File: config.mk
export PLATFORM = sky130hd
export DESIGN_NAME = shim_hw_manager
export DESIGN_NICKNAME = d
export VERILOG_FILES = /design/src/verilog/hw_manager_pkg.sv /design/src/verilog/hw_manager_if.sv /design/src/verilog/shim_hw_manager.sv /design/src/verilog/power_sequencer.sv /design/src/verilog/fault_monitor.sv /design/src/verilog/cfg_check.sv
export SDC_FILE = /design/constraint.sdc
export NUM_CORES = 1
export LEC_CHECK = 0
export ABC_AREA = 1
export BUFFER_PORTS_ARGS = -buffer_cell sky130_fd_sc_hd__buf_4
export CAP_MARGIN = 15
export CORE_AREA = 2 2 91 84
export DETAILED_ROUTE_END_ITERATION = 16
export DIE_AREA = 0 0 93 86
export PLACE_DENSITY = 0.83
export SYNTH_ARGS = -nofsm -noshare
export SYNTH_HDL_FRONTEND = slang
export SYNTH_SLANG_ARGS = --single-unit
File: constraint.sdc
create_clock -name clk -period 3.1 [get_ports clk]
set_input_delay 0.31 -clock clk [delete_from_list [all_inputs] [get_ports clk]]
set_output_delay 0.31 -clock clk [all_outputs]
set_load 0.02 [all_outputs]
File: src/verilog/hw_manager_pkg.sv
`default_nettype none

package hw_manager_pkg;

  // Widths
  localparam int N_BOARDS    = 8;  // Amplifier boards
  localparam int BOARD_W     = 3;  // Board number field
  localparam int STATE_W     = 4;  // State field
  localparam int CODE_W      = 25; // Status code field
  localparam int N_CFG_FLAGS = 8;  // Config out-of-bounds flags
  localparam int TIMER_W     = 32;

  // State encoding
  localparam logic [STATE_W-1:0] S_IDLE              = 4'd1;
  localparam logic [STATE_W-1:0] S_CONFIRM_SPI_RST   = 4'd2;
  localparam logic [STATE_W-1:0] S_POWER_ON_CTRL_BRD = 4'd3;
  localparam logic [STATE_W-1:0] S_CONFIRM_SPI_START = 4'd4;
  localparam logic [STATE_W-1:0] S_POWER_ON_AMP_BRD  = 4'd5;
  localparam logic [STATE_W-1:0] S_AMP_POWER_WAIT    = 4'd6;
  localparam logic [STATE_W-1:0] S_RUNNING           = 4'd7;
  localparam logic [STATE_W-1:0] S_HALTING           = 4'd8;
  localparam logic [STATE_W-1:0] S_HALTED            = 4'd9;
  localparam logic [STATE_W-1:0] S_CFG_CHECK         = 4'd10; // Waits on config checker

  // Status codes
  localparam logic [CODE_W-1:0] STS_EMPTY             = 25'h000;
  localparam logic [CODE_W-1:0] STS_OK                = 25'h001;
  localparam logic [CODE_W-1:0] STS_PS_SHUTDOWN       = 25'h002; // sys_en dropped
  localparam logic [CODE_W-1:0] STS_SPI_RESET_TIMEOUT = 25'h100;
  localparam logic [CODE_W-1:0] STS_SPI_START_TIMEOUT = 25'h101;
  localparam logic [CODE_W-1:0] STS_LOCK_VIOL         = 25'h200;
  localparam logic [CODE_W-1:0] STS_CFG_OOB_BASE      = 25'h201; // Plus flag index
  localparam logic [CODE_W-1:0] STS_SHUTDOWN_SENSE    = 25'h300;
  localparam logic [CODE_W-1:0] STS_EXT_SHUTDOWN      = 25'h301;
  localparam logic [CODE_W-1:0] STS_OVER_THRESH       = 25'h400;
  localparam logic [CODE_W-1:0] STS_THRESH_UNDERFLOW  = 25'h401;
  localparam logic [CODE_W-1:0] STS_THRESH_OVERFLOW   = 25'h402;

  // Delays in clock cycles, scaled down for simulation
  // Values for a 100 MHz clock noted per line
  localparam logic [TIMER_W-1:0] SPI_RESET_MIN        = 32'd10; // Same at 100 MHz
  localparam logic [TIMER_W-1:0] SPI_RESET_WAIT       = 32'd60; // 100_000_000, 1 s
  localparam logic [TIMER_W-1:0] SHUTDOWN_FORCE_DELAY = 32'd20; // 10_000_000, 100 ms
  localparam logic [TIMER_W-1:0] SPI_START_WAIT       = 32'd60; // 100_000_000, 1 s
  localparam logic [TIMER_W-1:0] SHUTDOWN_RESET_PULSE = 32'd8;  // 10_000, 100 us
  localparam logic [TIMER_W-1:0] SHUTDOWN_RESET_DELAY = 32'd20; // 10_000_000, 100 ms

  // Run-time fault index, lowest index wins
  localparam int N_FAULTS  = 7;
  localparam int FLT_IDX_W = 3;
  localparam int FLT_PS_SHUTDOWN     = 0;
  localparam int FLT_LOCK_VIOL       = 1;
  localparam int FLT_SHUTDOWN_SENSE  = 2;
  localparam int FLT_EXT_SHUTDOWN    = 3;
  localparam int FLT_OVER_THRESH     = 4;
  localparam int FLT_THRESH_UNDERFLOW = 5;
  localparam int FLT_THRESH_OVERFLOW = 6;

  // Status code per fault index
  localparam logic [CODE_W-1:0] FLT_CODE [N_FAULTS] = '{
    STS_PS_SHUTDOWN,
    STS_LOCK_VIOL,
    STS_SHUTDOWN_SENSE,
    STS_EXT_SHUTDOWN,
    STS_OVER_THRESH,
    STS_THRESH_UNDERFLOW,
    STS_THRESH_OVERFLOW
  };

  // Index of lowest set bit, 0 when none set
  function automatic logic [BOARD_W-1:0] lowest_set(input logic [N_BOARDS-1:0] v);
    logic [BOARD_W-1:0] idx;
    idx = '0;
    for (int i = N_BOARDS - 1; i >= 0; i--) begin
      if (v[i]) idx = BOARD_W'(i); // Lower bits overwrite higher
    end
    return idx;
  endfunction

endpackage

`default_nettype wire
File: src/verilog/hw_manager_if.sv
`timescale 1ns/1ps
`default_nettype none

// Config check handshake, start pulse then done pulse one cycle later
interface cfg_check_if;
  logic                              start;
  logic                              done;
  logic                              fault; // Any flag set
  logic [hw_manager_pkg::CODE_W-1:0] code;  // Valid with done

  modport sequencer (
    output start,
    input  done, fault, code
  );

  modport check (
    input  start,
    output done, fault, code
  );
endinterface

// Run-time fault capture, held until arm drops
interface fault_if;
  logic                               arm;
  logic                               fault;
  logic [hw_manager_pkg::CODE_W-1:0]  code;
  logic [hw_manager_pkg::BOARD_W-1:0] board;

  modport sequencer (
    output arm,
    input  fault, code, board
  );

  modport monitor (
    input  arm,
    output fault, code, board
  );
endinterface

`default_nettype wire

File: src/verilog/shim_hw_manager.sv
`timescale 1ns/1ps
`default_nettype none

module shim_hw_manager (
  input  logic                                   clk,
  input  logic                                   aresetn,
  input  logic                                   sys_en,
  input  logic                                   spi_off,
  input  logic                                   ext_shutdown,
  input  logic                                   lock_viol,
  input  logic [hw_manager_pkg::N_CFG_FLAGS-1:0] cfg_oob,          // Pre-start flags
  input  logic [hw_manager_pkg::N_BOARDS-1:0]    shutdown_sense,
  input  logic [hw_manager_pkg::N_BOARDS-1:0]    over_thresh,
  input  logic [hw_manager_pkg::N_BOARDS-1:0]    thresh_underflow,
  input  logic [hw_manager_pkg::N_BOARDS-1:0]    thresh_overflow,
  output logic                                   unlock_cfg,
  output logic                                   spi_clk_gate,
  output logic                                   spi_en,
  output logic                                   shutdown_sense_en,
  output logic                                   block_bufs,
  output logic                                   n_shutdown_force,
  output logic                                   n_shutdown_rst,
  output logic                                   ps_interrupt,
  output logic [31:0]                            status_word
);

  cfg_check_if chk_bus ();  // Sequencer to config checker
  fault_if     flt_bus ();  // Sequencer to run-time monitor

  cfg_check u_cfg_check (
    .clk     (clk),
    .aresetn (aresetn),
    .cfg_oob (cfg_oob),
    .chk     (chk_bus.check)
  );

  fault_monitor u_fault_monitor (
    .clk              (clk),
    .aresetn          (aresetn),
    .sys_en           (sys_en),
    .lock_viol        (lock_viol),
    .ext_shutdown     (ext_shutdown),
    .shutdown_sense   (shutdown_sense),
    .over_thresh      (over_thresh),
    .thresh_underflow (thresh_underflow),
    .thresh_overflow  (thresh_overflow),
    .mon              (flt_bus.monitor)
  );

  power_sequencer u_power_sequencer (
    .clk               (clk),
    .aresetn           (aresetn),
    .sys_en            (sys_en),
    .spi_off           (spi_off),
    .chk               (chk_bus.sequencer),
    .mon               (flt_bus.sequencer),
    .unlock_cfg        (unlock_cfg),
    .spi_clk_gate      (spi_clk_gate),
    .spi_en            (spi_en),
    .shutdown_sense_en (shutdown_sense_en),
    .block_bufs        (block_bufs),
    .n_shutdown_force  (n_shutdown_force),
    .n_shutdown_rst    (n_shutdown_rst),
    .ps_interrupt      (ps_interrupt),
    .status_word       (status_word)
  );

endmodule

`default_nettype wire

File: src/verilog/power_sequencer.sv
`timescale 1ns/1ps
`default_nettype none

module power_sequencer (
  input  logic          clk,
  input  logic          aresetn,
  input  logic          sys_en,  // System enable
  input  logic          spi_off, // SPI subsystem reports off
  cfg_check_if.sequencer chk,
  fault_if.sequencer     mon,
  output logic          unlock_cfg,
  output logic          spi_clk_gate,
  output logic          spi_en,
  output logic          shutdown_sense_en,
  output logic          block_bufs,
  output logic          n_shutdown_force,
  output logic          n_shutdown_rst,
  output logic          ps_interrupt,
  output logic [31:0]   status_word // {board, code, state}
);
  import hw_manager_pkg::*;

  logic [STATE_W-1:0] state;
  logic [TIMER_W-1:0] timer;       // Shared timeout counter
  logic [BOARD_W-1:0] board_num;
  logic [CODE_W-1:0]  status_code;

  assign status_word = {board_num, status_code, state};

  // Armed once the run interrupt has been served
  assign mon.arm = (state == S_RUNNING) && !ps_interrupt;

  always_ff @(posedge clk) begin
    if (!aresetn) begin
      state             <= S_IDLE;
      timer             <= '0;
      chk.start         <= 1'b0;
      n_shutdown_force  <= 1'b0;
      n_shutdown_rst    <= 1'b1;
      shutdown_sense_en <= 1'b0;
      unlock_cfg        <= 1'b1;
      spi_clk_gate      <= 1'b0;
      spi_en            <= 1'b0;
      block_bufs        <= 1'b1;
      ps_interrupt      <= 1'b0;
      status_code       <= STS_OK;
      board_num         <= '0;
    end else begin
      chk.start <= 1'b0; // Single-cycle pulse
      case (state)
        S_IDLE: begin
          if (sys_en) begin
            state     <= S_CFG_CHECK;
            chk.start <= 1'b1;
          end
        end

        // Checker answers one cycle after start
        S_CFG_CHECK: begin
          if (chk.done) begin
            if (chk.fault) begin
              state       <= S_HALTING;
              status_code <= chk.code;
            end else begin
              state      <= S_CONFIRM_SPI_RST;
              timer      <= '0;
              unlock_cfg <= 1'b0; // Lock config
            end
          end
        end

        // SPI must report off after a minimum wait
        S_CONFIRM_SPI_RST: begin
          if (timer >= SPI_RESET_MIN && spi_off) begin
            state            <= S_POWER_ON_CTRL_BRD;
            timer            <= '0;
            n_shutdown_force <= 1'b1; // Release force
          end else if (timer >= SPI_RESET_WAIT) begin
            state       <= S_HALTING;
            status_code <= STS_SPI_RESET_TIMEOUT;
          end else begin
            timer <= timer + 1'b1;
          end
        end

        // Control board settles before SPI start
        S_POWER_ON_CTRL_BRD: begin
          if (timer >= SHUTDOWN_FORCE_DELAY) begin
            state        <= S_CONFIRM_SPI_START;
            timer        <= '0;
            spi_en       <= 1'b1;
            spi_clk_gate <= 1'b1;
          end else begin
            timer <= timer + 1'b1;
          end
        end

        S_CONFIRM_SPI_START: begin
          if (!spi_off) begin // SPI came up
            state          <= S_POWER_ON_AMP_BRD;
            timer          <= '0;
            n_shutdown_rst <= 1'b0; // Pulse start
          end else if (timer >= SPI_START_WAIT) begin
            state       <= S_HALTING;
            status_code <= STS_SPI_START_TIMEOUT;
          end else begin
            timer <= timer + 1'b1;
          end
        end

        // Shutdown reset pulse width
        S_POWER_ON_AMP_BRD: begin
          if (timer >= SHUTDOWN_RESET_PULSE) begin
            state          <= S_AMP_POWER_WAIT;
            timer          <= '0;
            n_shutdown_rst <= 1'b1;
          end else begin
            timer <= timer + 1'b1;
          end
        end

        S_AMP_POWER_WAIT: begin
          if (timer >= SHUTDOWN_RESET_DELAY) begin
            state             <= S_RUNNING;
            timer             <= '0;
            shutdown_sense_en <= 1'b1;
            block_bufs        <= 1'b0; // Open buffers
            ps_interrupt      <= 1'b1; // Run entered
          end else begin
            timer <= timer + 1'b1;
          end
        end

        // Monitor holds the first fault for us
        S_RUNNING: begin
          if (ps_interrupt) begin
            ps_interrupt <= 1'b0;
          end else if (mon.fault) begin
            state       <= S_HALTING;
            status_code <= mon.code;
            board_num   <= mon.board;
          end
        end

        // Back to safe levels, flag the halt
        S_HALTING: begin
          state             <= S_HALTED;
          timer             <= '0;
          n_shutdown_force  <= 1'b0;
          n_shutdown_rst    <= 1'b1;
          shutdown_sense_en <= 1'b0;
          unlock_cfg        <= 1'b1;
          spi_clk_gate      <= 1'b0;
          spi_en            <= 1'b0;
          block_bufs        <= 1'b1;
          ps_interrupt      <= 1'b1;
        end

        S_HALTED: begin
          ps_interrupt <= 1'b0;
          if (!sys_en) begin // Acknowledge by dropping enable
            state       <= S_IDLE;
            status_code <= STS_OK;
            board_num   <= '0;
          end
        end

        default: begin // Illegal state
          state             <= S_HALTED;
          timer             <= '0;
          n_shutdown_force  <= 1'b0;
          n_shutdown_rst    <= 1'b1;
          shutdown_sense_en <= 1'b0;
          unlock_cfg        <= 1'b1;
          spi_clk_gate      <= 1'b0;
          spi_en            <= 1'b0;
          block_bufs        <= 1'b1;
          ps_interrupt      <= 1'b1;
          status_code       <= STS_EMPTY;
          board_num         <= '0;
        end
      endcase
    end
  end

  // Reset pulse confined to its own state
  a_rst_pulse: assert property (@(posedge clk) disable iff (!aresetn)
    !n_shutdown_rst |-> (state == S_POWER_ON_AMP_BRD));

  // Buffers open only while running, or the halting cycle right after it
  a_bufs_open: assert property (@(posedge clk) disable iff (!aresetn)
    !block_bufs |-> (state == S_RUNNING ||
                     (state == S_HALTING && $past(state) == S_RUNNING)));

endmodule

`default_nettype wire

File: src/verilog/fault_monitor.sv
`timescale 1ns/1ps
`default_nettype none

module fault_monitor (
  input  logic                                clk,
  input  logic                                aresetn,
  input  logic                                sys_en,
  input  logic                                lock_viol,
  input  logic                                ext_shutdown,
  input  logic [hw_manager_pkg::N_BOARDS-1:0] shutdown_sense,   // Per board
  input  logic [hw_manager_pkg::N_BOARDS-1:0] over_thresh,      // Per board
  input  logic [hw_manager_pkg::N_BOARDS-1:0] thresh_underflow, // Per board
  input  logic [hw_manager_pkg::N_BOARDS-1:0] thresh_overflow,  // Per board
  fault_if.monitor                            mon
);
  import hw_manager_pkg::*;

  logic [N_FAULTS-1:0]  cond;           // Active conditions by index
  logic [N_BOARDS-1:0]  vec [N_FAULTS]; // Board vector per condition
  logic [FLT_IDX_W-1:0] sel;            // Winning condition

  // Scalar faults carry an empty board vector, so board reads 0
  always_comb begin
    vec[FLT_PS_SHUTDOWN]      = '0;
    vec[FLT_LOCK_VIOL]        = '0;
    vec[FLT_SHUTDOWN_SENSE]   = shutdown_sense;
    vec[FLT_EXT_SHUTDOWN]     = '0;
    vec[FLT_OVER_THRESH]      = over_thresh;
    vec[FLT_THRESH_UNDERFLOW] = thresh_underflow;
    vec[FLT_THRESH_OVERFLOW]  = thresh_overflow;
  end

  always_comb begin
    cond[FLT_PS_SHUTDOWN]      = !sys_en; // Loss of enable
    cond[FLT_LOCK_VIOL]        = lock_viol;
    cond[FLT_SHUTDOWN_SENSE]   = |shutdown_sense;
    cond[FLT_EXT_SHUTDOWN]     = ext_shutdown;
    cond[FLT_OVER_THRESH]      = |over_thresh;
    cond[FLT_THRESH_UNDERFLOW] = |thresh_underflow;
    cond[FLT_THRESH_OVERFLOW]  = |thresh_overflow;
  end

  // Priority pick, lowest index wins
  always_comb begin
    sel = '0;
    for (int i = N_FAULTS - 1; i >= 0; i--) begin
      if (cond[i]) sel = FLT_IDX_W'(i);
    end
  end

  // First fault while armed is held, later ones ignored
  always_ff @(posedge clk) begin
    if (!aresetn) begin
      mon.fault <= 1'b0;
      mon.code  <= STS_EMPTY;
      mon.board <= '0;
    end else if (!mon.arm) begin // Disarm clears capture
      mon.fault <= 1'b0;
      mon.code  <= STS_EMPTY;
      mon.board <= '0;
    end else if (!mon.fault && |cond) begin
      mon.fault <= 1'b1;
      mon.code  <= FLT_CODE[sel];
      mon.board <= lowest_set(vec[sel]);
    end
  end

  // Capture only follows an armed cycle
  a_rise_armed: assert property (@(posedge clk) disable iff (!aresetn)
    $rose(mon.fault) |-> $past(mon.arm));

  // Held fault keeps its code and board
  a_hold_stable: assert property (@(posedge clk) disable iff (!aresetn)
    (mon.fault && $past(mon.fault)) |-> ($stable(mon.code) && $stable(mon.board)));

endmodule

`default_nettype wire

File: src/verilog/cfg_check.sv
`timescale 1ns/1ps
`default_nettype none

module cfg_check (
  input  logic                                   clk,
  input  logic                                   aresetn,
  input  logic [hw_manager_pkg::N_CFG_FLAGS-1:0] cfg_oob, // Out-of-bounds flags
  cfg_check_if.check                             chk
);
  import hw_manager_pkg::*;

  logic                   any_oob; // At least one flag set
  logic [BOARD_W-1:0]     oob_idx; // Lowest set flag
  logic [CODE_W-1:0]      oob_code;

  assign any_oob  = |cfg_oob;
  assign oob_idx  = lowest_set(cfg_oob); // Flag vector is board-wide
  assign oob_code = STS_CFG_OOB_BASE + CODE_W'(oob_idx);

  // Snapshot taken on start, result presented with done
  always_ff @(posedge clk) begin
    if (!aresetn) begin
      chk.done  <= 1'b0;
      chk.fault <= 1'b0;
      chk.code  <= STS_EMPTY;
    end else begin
      chk.done <= chk.start; // One-cycle pulse
      if (chk.start) begin
        chk.fault <= any_oob;
        chk.code  <= any_oob ? oob_code : STS_OK; // OK when clean
      end
    end
  end

  // Start is a lone pulse, answered by done exactly one cycle later
  a_start_done: assert property (@(posedge clk) disable iff (!aresetn)
    chk.start |=> (chk.done && !chk.start));

endmodule

`default_nettype wire

==> results list <==
- The detailed router finished its first iteration with 206 violations.
* Switching power: 1.397 mW
- The max-slew violation total from the final report came to 0.
- In this run the post-CTS setup repair buffer count came out at 0.
- Worst endpoint required time: 3340 ps
- The critical path is of the reg -> reg type.
- Achievable frequency: 428.4 MHz
- Counting I/O delays and the setup requirement, the final critical path takes 2334 ps.
* RePlAce Congestion: 0.9481
- R2r startpoint: u_power_sequencer.state[3]$_SDFFE_PN0P_
- The final layout contains routed wiring with a total length of 9973 um.
* Endpoint of the lowest-slack register-to-register path: u_power_sequencer.timer[21]$_SDFFE_PN0P_
- Yosys printed 0 warnings.
- The number of antenna violations at the first check in global routing is 0.
* Switching share of power: 43.76%
- Between clock sinks in the finished design, the worst skew comes to 9.535 ps.
- DP HPWL: 7651 um
* Data arrival time at the worst-slack endpoint: 2570 ps
- Walking the worst path, the cells encountered are nor2_1 -> nand2_1 -> nor2_1 -> inv_1 -> nand2_1 -> nor2_1 -> inv_1 -> buf_4 -> o211ai_1 -> inv_1.
* Total via count in the routed design: 3976
- Average instance area after synthesis: 6.818 um2
- Clock tree synthesis selected as its root buffer the cell sky130_fd_sc_hd__clkbuf_8.
- The clock net in this run drives a total of 69 sinks.
- The design draws 3.193 mW.
* Setup repair after global routing missed its margin: no
- Syn-to-layout area delta: 16.83%
* Final layout net count: 705
- No sink is reached through more buffers than the 2 on the longest clock path.
- Entering global routing, the biggest net connects 40 pins.
- Post-synth cell types: 47
- Power per cell area: 679.4 nW/um2
- In the routed layout, each cell is associated on average with a via count of 5.280.
* Register bit count reported by yosys: 69
- Across all setup checks in the final design, the least slack found is 765.7 ps.
- Headroom to the max-slew limit came out at 56.56%.
- The cell area that synthesis handed to floorplanning was 4023 um2.
- Before CTS, the worst setup slack after placement is 653.9 ps.
- In this run the count of I/O pins placed on the die edge is 86.
* Combinational cell fraction of total power: 44.1%
- Number of violations of the max-capacitance limit: 0
- Critical path buffer and inverter count: 4
- The number of global-route vias before repair came to 3740.
* Clock latency reported for the late side of the worst-skew pair: 350 ps
- Global-route wire length before repair: 16450 um
- Largest incremental delay on the critical path: 450 ps
- Tracing the worst setup path back leads to its startpoint at u_power_sequencer.state[3]$_SDFFE_PN0P_.
- FFs w/ async S/R, synth: 0%
- Number of stages on the worst setup path: 10
* Number of inserted diodes: 0
* Capture point of the worst path: u_power_sequencer.timer[21]$_SDFFE_PN0P_
* Slew of the pin with the lowest slew margin: 645.6 ps
- Clock-pin slew was measured on the worst setup and hold paths at 80 ps.
- Grouping stages by cell kind, the critical path spends the most delay in simple AND/OR/NAND/NOR gates.
- Worst vdd ir: 0.4611 mV
* Core Footprint: 6967 um2
- Buffers inserted during clock tree synthesis total 9.
- First-pass iteration count of the detailed router: 5
- Kind of launch point of the worst setup path: register
- Number of instances in the synthesized netlist: 590
- Share of power burned in registers: 33.4%
- The floorplan has 29 rows.
- Number of hold-slack violations in the final timing report: 0
- In the final layout, the share of cells above drive strength 1 is 19.39%.
- Number of cell instances on the worst register-to-register path: 10
- Number of resized instances in the post-cts repair step: 0
- The setup check on the worst reg-to-reg path leaves a slack of 770 ps.
* Average detailed-routed wire length per instance: 13.24 um
- Share of the synthesized area in the top cell type: 34.34%
- In this run the number of H-tree levels came out at 3.
- Yosys attributes the largest share of cell area to sky130_fd_sc_hd__dfxtp_1 (34%), sky130_fd_sc_hd__nand2_1 (9.1%), sky130_fd_sc_hd__inv_1 (8.7%), sky130_fd_sc_hd__nor2_1 (8.2%), sky130_fd_sc_hd__o211ai_1 (5.4%).
- Setup Total Neg Slack: 0 ps
- Of the available clock period, the critical path in the final layout requires 75.30%.
- For this run, the register share of the synthesized area comes to 34.34%.
* Vertical extent of the die: 86 um
- Primary flip-flop cell chosen by synthesis mapping: sky130_fd_sc_hd__dfxtp_1
- Final-report setup violation count: 0
- The count of buffers added on input and output ports is 67.
* Grt total ovfl: 0
- Count of nets left with antenna violations after detail routing: 0
* Initial Util: 57.74%
- The tightest min-delay check is of the in -> reg type.
* Critical Path End Type: register
- Crit Path Max Fanout: 13
- For this design, the slowest cell found on the critical path is sky130_fd_sc_hd__dfxtp_1.
* DRC violations left: 0
* TritonCTS clock tree: done
- Number of buffers added to fix hold violations after cts: 0
* Internal power of the cells: 1.795 mW
* Library cell with the largest summed area after synthesis: sky130_fd_sc_hd__dfxtp_1
- In this run, synthesis inferred 0 flip-flops with an integrated enable.
* Leakage power: 2.351 nW
- The run finished with clean final reports.
* Fill cell instance count of the final layout: 621
* Part of the power in the clock network: 22.5%
- The die is 93 um wide.
* All-Layer GR Usage: 25.39%
* Full die area: 7998 um2
[cell usage in the layout, fill, tap and decap left out, drive strengths merged, types with 9 or more instances in the layout]
cell type / instances
clkbuf: 9
nor3: 10
inv: 103
buf: 72
conb: 18
nand2: 105
nand3: 21
o21ai: 31
a21oi: 38
o211ai: 29
nor2: 102
nand4: 10
dfxtp: 69
[flip-flops by register name (all words and copies together), names as in the netlist, 3 cells and up]
register                       flops
u_power_sequencer.board_num        3
u_power_sequencer.status_code      7
u_power_sequencer.timer           32
u_fault_monitor.mon.code           5
u_cfg_check.chk.code               4
u_fault_monitor.mon.board          3
u_power_sequencer.state            4
[kinds of logic (layout without fill, tap and decap cells)]
logic type	after synthesis	in the layout	share of synthesized area (%)
adders and majority gates	3	3	0.9332
other	1	18	0.09322
xor gates and xnor gates	2	2	0.4355
and+or+nand+nor	257	257	29.58
AOI/OAI and AO/OA	121	121	19.25
DFF	69	69	34.34
buffers and inverters	137	190	15.36
[power groups by stage]
| stage | sequential, mW | clock (mW) | combinational, mW |
|---|---|---|---|
| 4_1_cts | 1.06 | 0.729 | 1.39 |
| 5_1_grt | 1.08 | 0.773 | 1.55 |
| 2_1_floorplan | 1.14 | 0 | 0.959 |
| 3_5_place_dp | 1.08 | 0 | 1.38 |
| 6_report | 1.07 | 0.719 | 1.41 |
| 3_3_place_gp | 1.08 | 0 | 1.37 |
[metrics by stage]
stage / cells / utilization (%) / hold WS [ps] / area [um2]
3_5_place_dp: 738 / 64.76 / 444.9 / 4512
2_1_floorplan: 607 / - / 431.8 / 4086
5_1_grt: 753 / 67.46 / 315.2 / 4700
6_report: 753 / 67.46 / 308.1 / 4700
3_3_place_gp: 738 / 64.76 / 444.6 / 4512
4_1_cts: 753 / 67.46 / 300.1 / 4700
[layer usage]
layer | part of all wire [%] | up-vias | track usage (%)
met5 | 0 | - | 0
li1 | - | 2009 | -
met1 | 47 | 1811 | 31.88
met3 | 6.2 | 20 | 6.766
met4 | 1.5 | 0 | 6.150
met2 | 46 | 136 | 43.61
[area by class of cell]
class                           instances  area [um2]  share of cell area, %
Timing Repair Buffer                   72       540.5                  11.50
Inverter                              103       386.6                  8.227
Clock inverter                          6       63.81                  1.358
Clock buffer                            9       123.9                  2.636
Tap cell                               93       116.4                  2.476
Multi-Input combinational cell        401        2087                  44.41
Sequential cell                        69        1381                  29.39
[cell usage after synthesis, types with 2 or more instances]
library cell / instances
sky130_fd_sc_hd__a22oi_1: 3
sky130_fd_sc_hd__a21oi_1: 36
sky130_fd_sc_hd__nor2_4: 8
sky130_fd_sc_hd__o31ai_1: 2
sky130_fd_sc_hd__dfxtp_1: 69
sky130_fd_sc_hd__a221oi_1: 5
sky130_fd_sc_hd__a211oi_1: 3
sky130_fd_sc_hd__inv_2: 9
sky130_fd_sc_hd__nand2_1: 98
sky130_fd_sc_hd__o21ai_2: 5
sky130_fd_sc_hd__buf_6: 3
sky130_fd_sc_hd__nor2_1: 88
sky130_fd_sc_hd__a21oi_2: 2
sky130_fd_sc_hd__nor2_2: 5
sky130_fd_sc_hd__o211ai_1: 29
sky130_fd_sc_hd__nand2_2: 6
sky130_fd_sc_hd__nor3_1: 9
sky130_fd_sc_hd__nand3b_1: 4
sky130_fd_sc_hd__inv_1: 93
sky130_fd_sc_hd__buf_2: 5
sky130_fd_sc_hd__buf_4: 20
sky130_fd_sc_hd__o21ai_0: 23
sky130_fd_sc_hd__nand3_1: 20
sky130_fd_sc_hd__nor4_1: 3
sky130_fd_sc_hd__a31oi_1: 2
sky130_fd_sc_hd__ha_1: 3
sky130_fd_sc_hd__o21ai_1: 3
sky130_fd_sc_hd__nand4_1: 10
sky130_fd_sc_hd__clkbuf_1: 6
[worst min-delay path, stage by stage]
cell and delay (ps):
sky130_fd_sc_hd__buf_4 130, sky130_fd_sc_hd__inv_1 110, sky130_fd_sc_hd__nor3_1 60
[worst min-delay path by stage]
stage                                                                from                                         endpoint  slack [ps]  cells past startpoint
after floorplan                  u_fault_monitor.mon.code[9]$_SDFFE_PN0P_         u_fault_monitor.mon.code[9]$_SDFFE_PN0P_         430                      2
after global placement    u_power_sequencer.n_shutdown_force$_SDFFE_PN0P_  u_power_sequencer.n_shutdown_force$_SDFFE_PN0P_         440                      2
after detailed placement         u_fault_monitor.mon.code[9]$_SDFFE_PN0P_         u_fault_monitor.mon.code[9]$_SDFFE_PN0P_         440                      2
after CTS                                                          sys_en          u_power_sequencer.state[3]$_SDFFE_PN0P_         300                      3
after global routing                                               sys_en          u_power_sequencer.state[3]$_SDFFE_PN0P_         320                      3
final                                                              sys_en           u_power_sequencer.chk.start$_SDFF_PN0_         310                      3
Note: power is estimated with default switching activity, not from simulation.
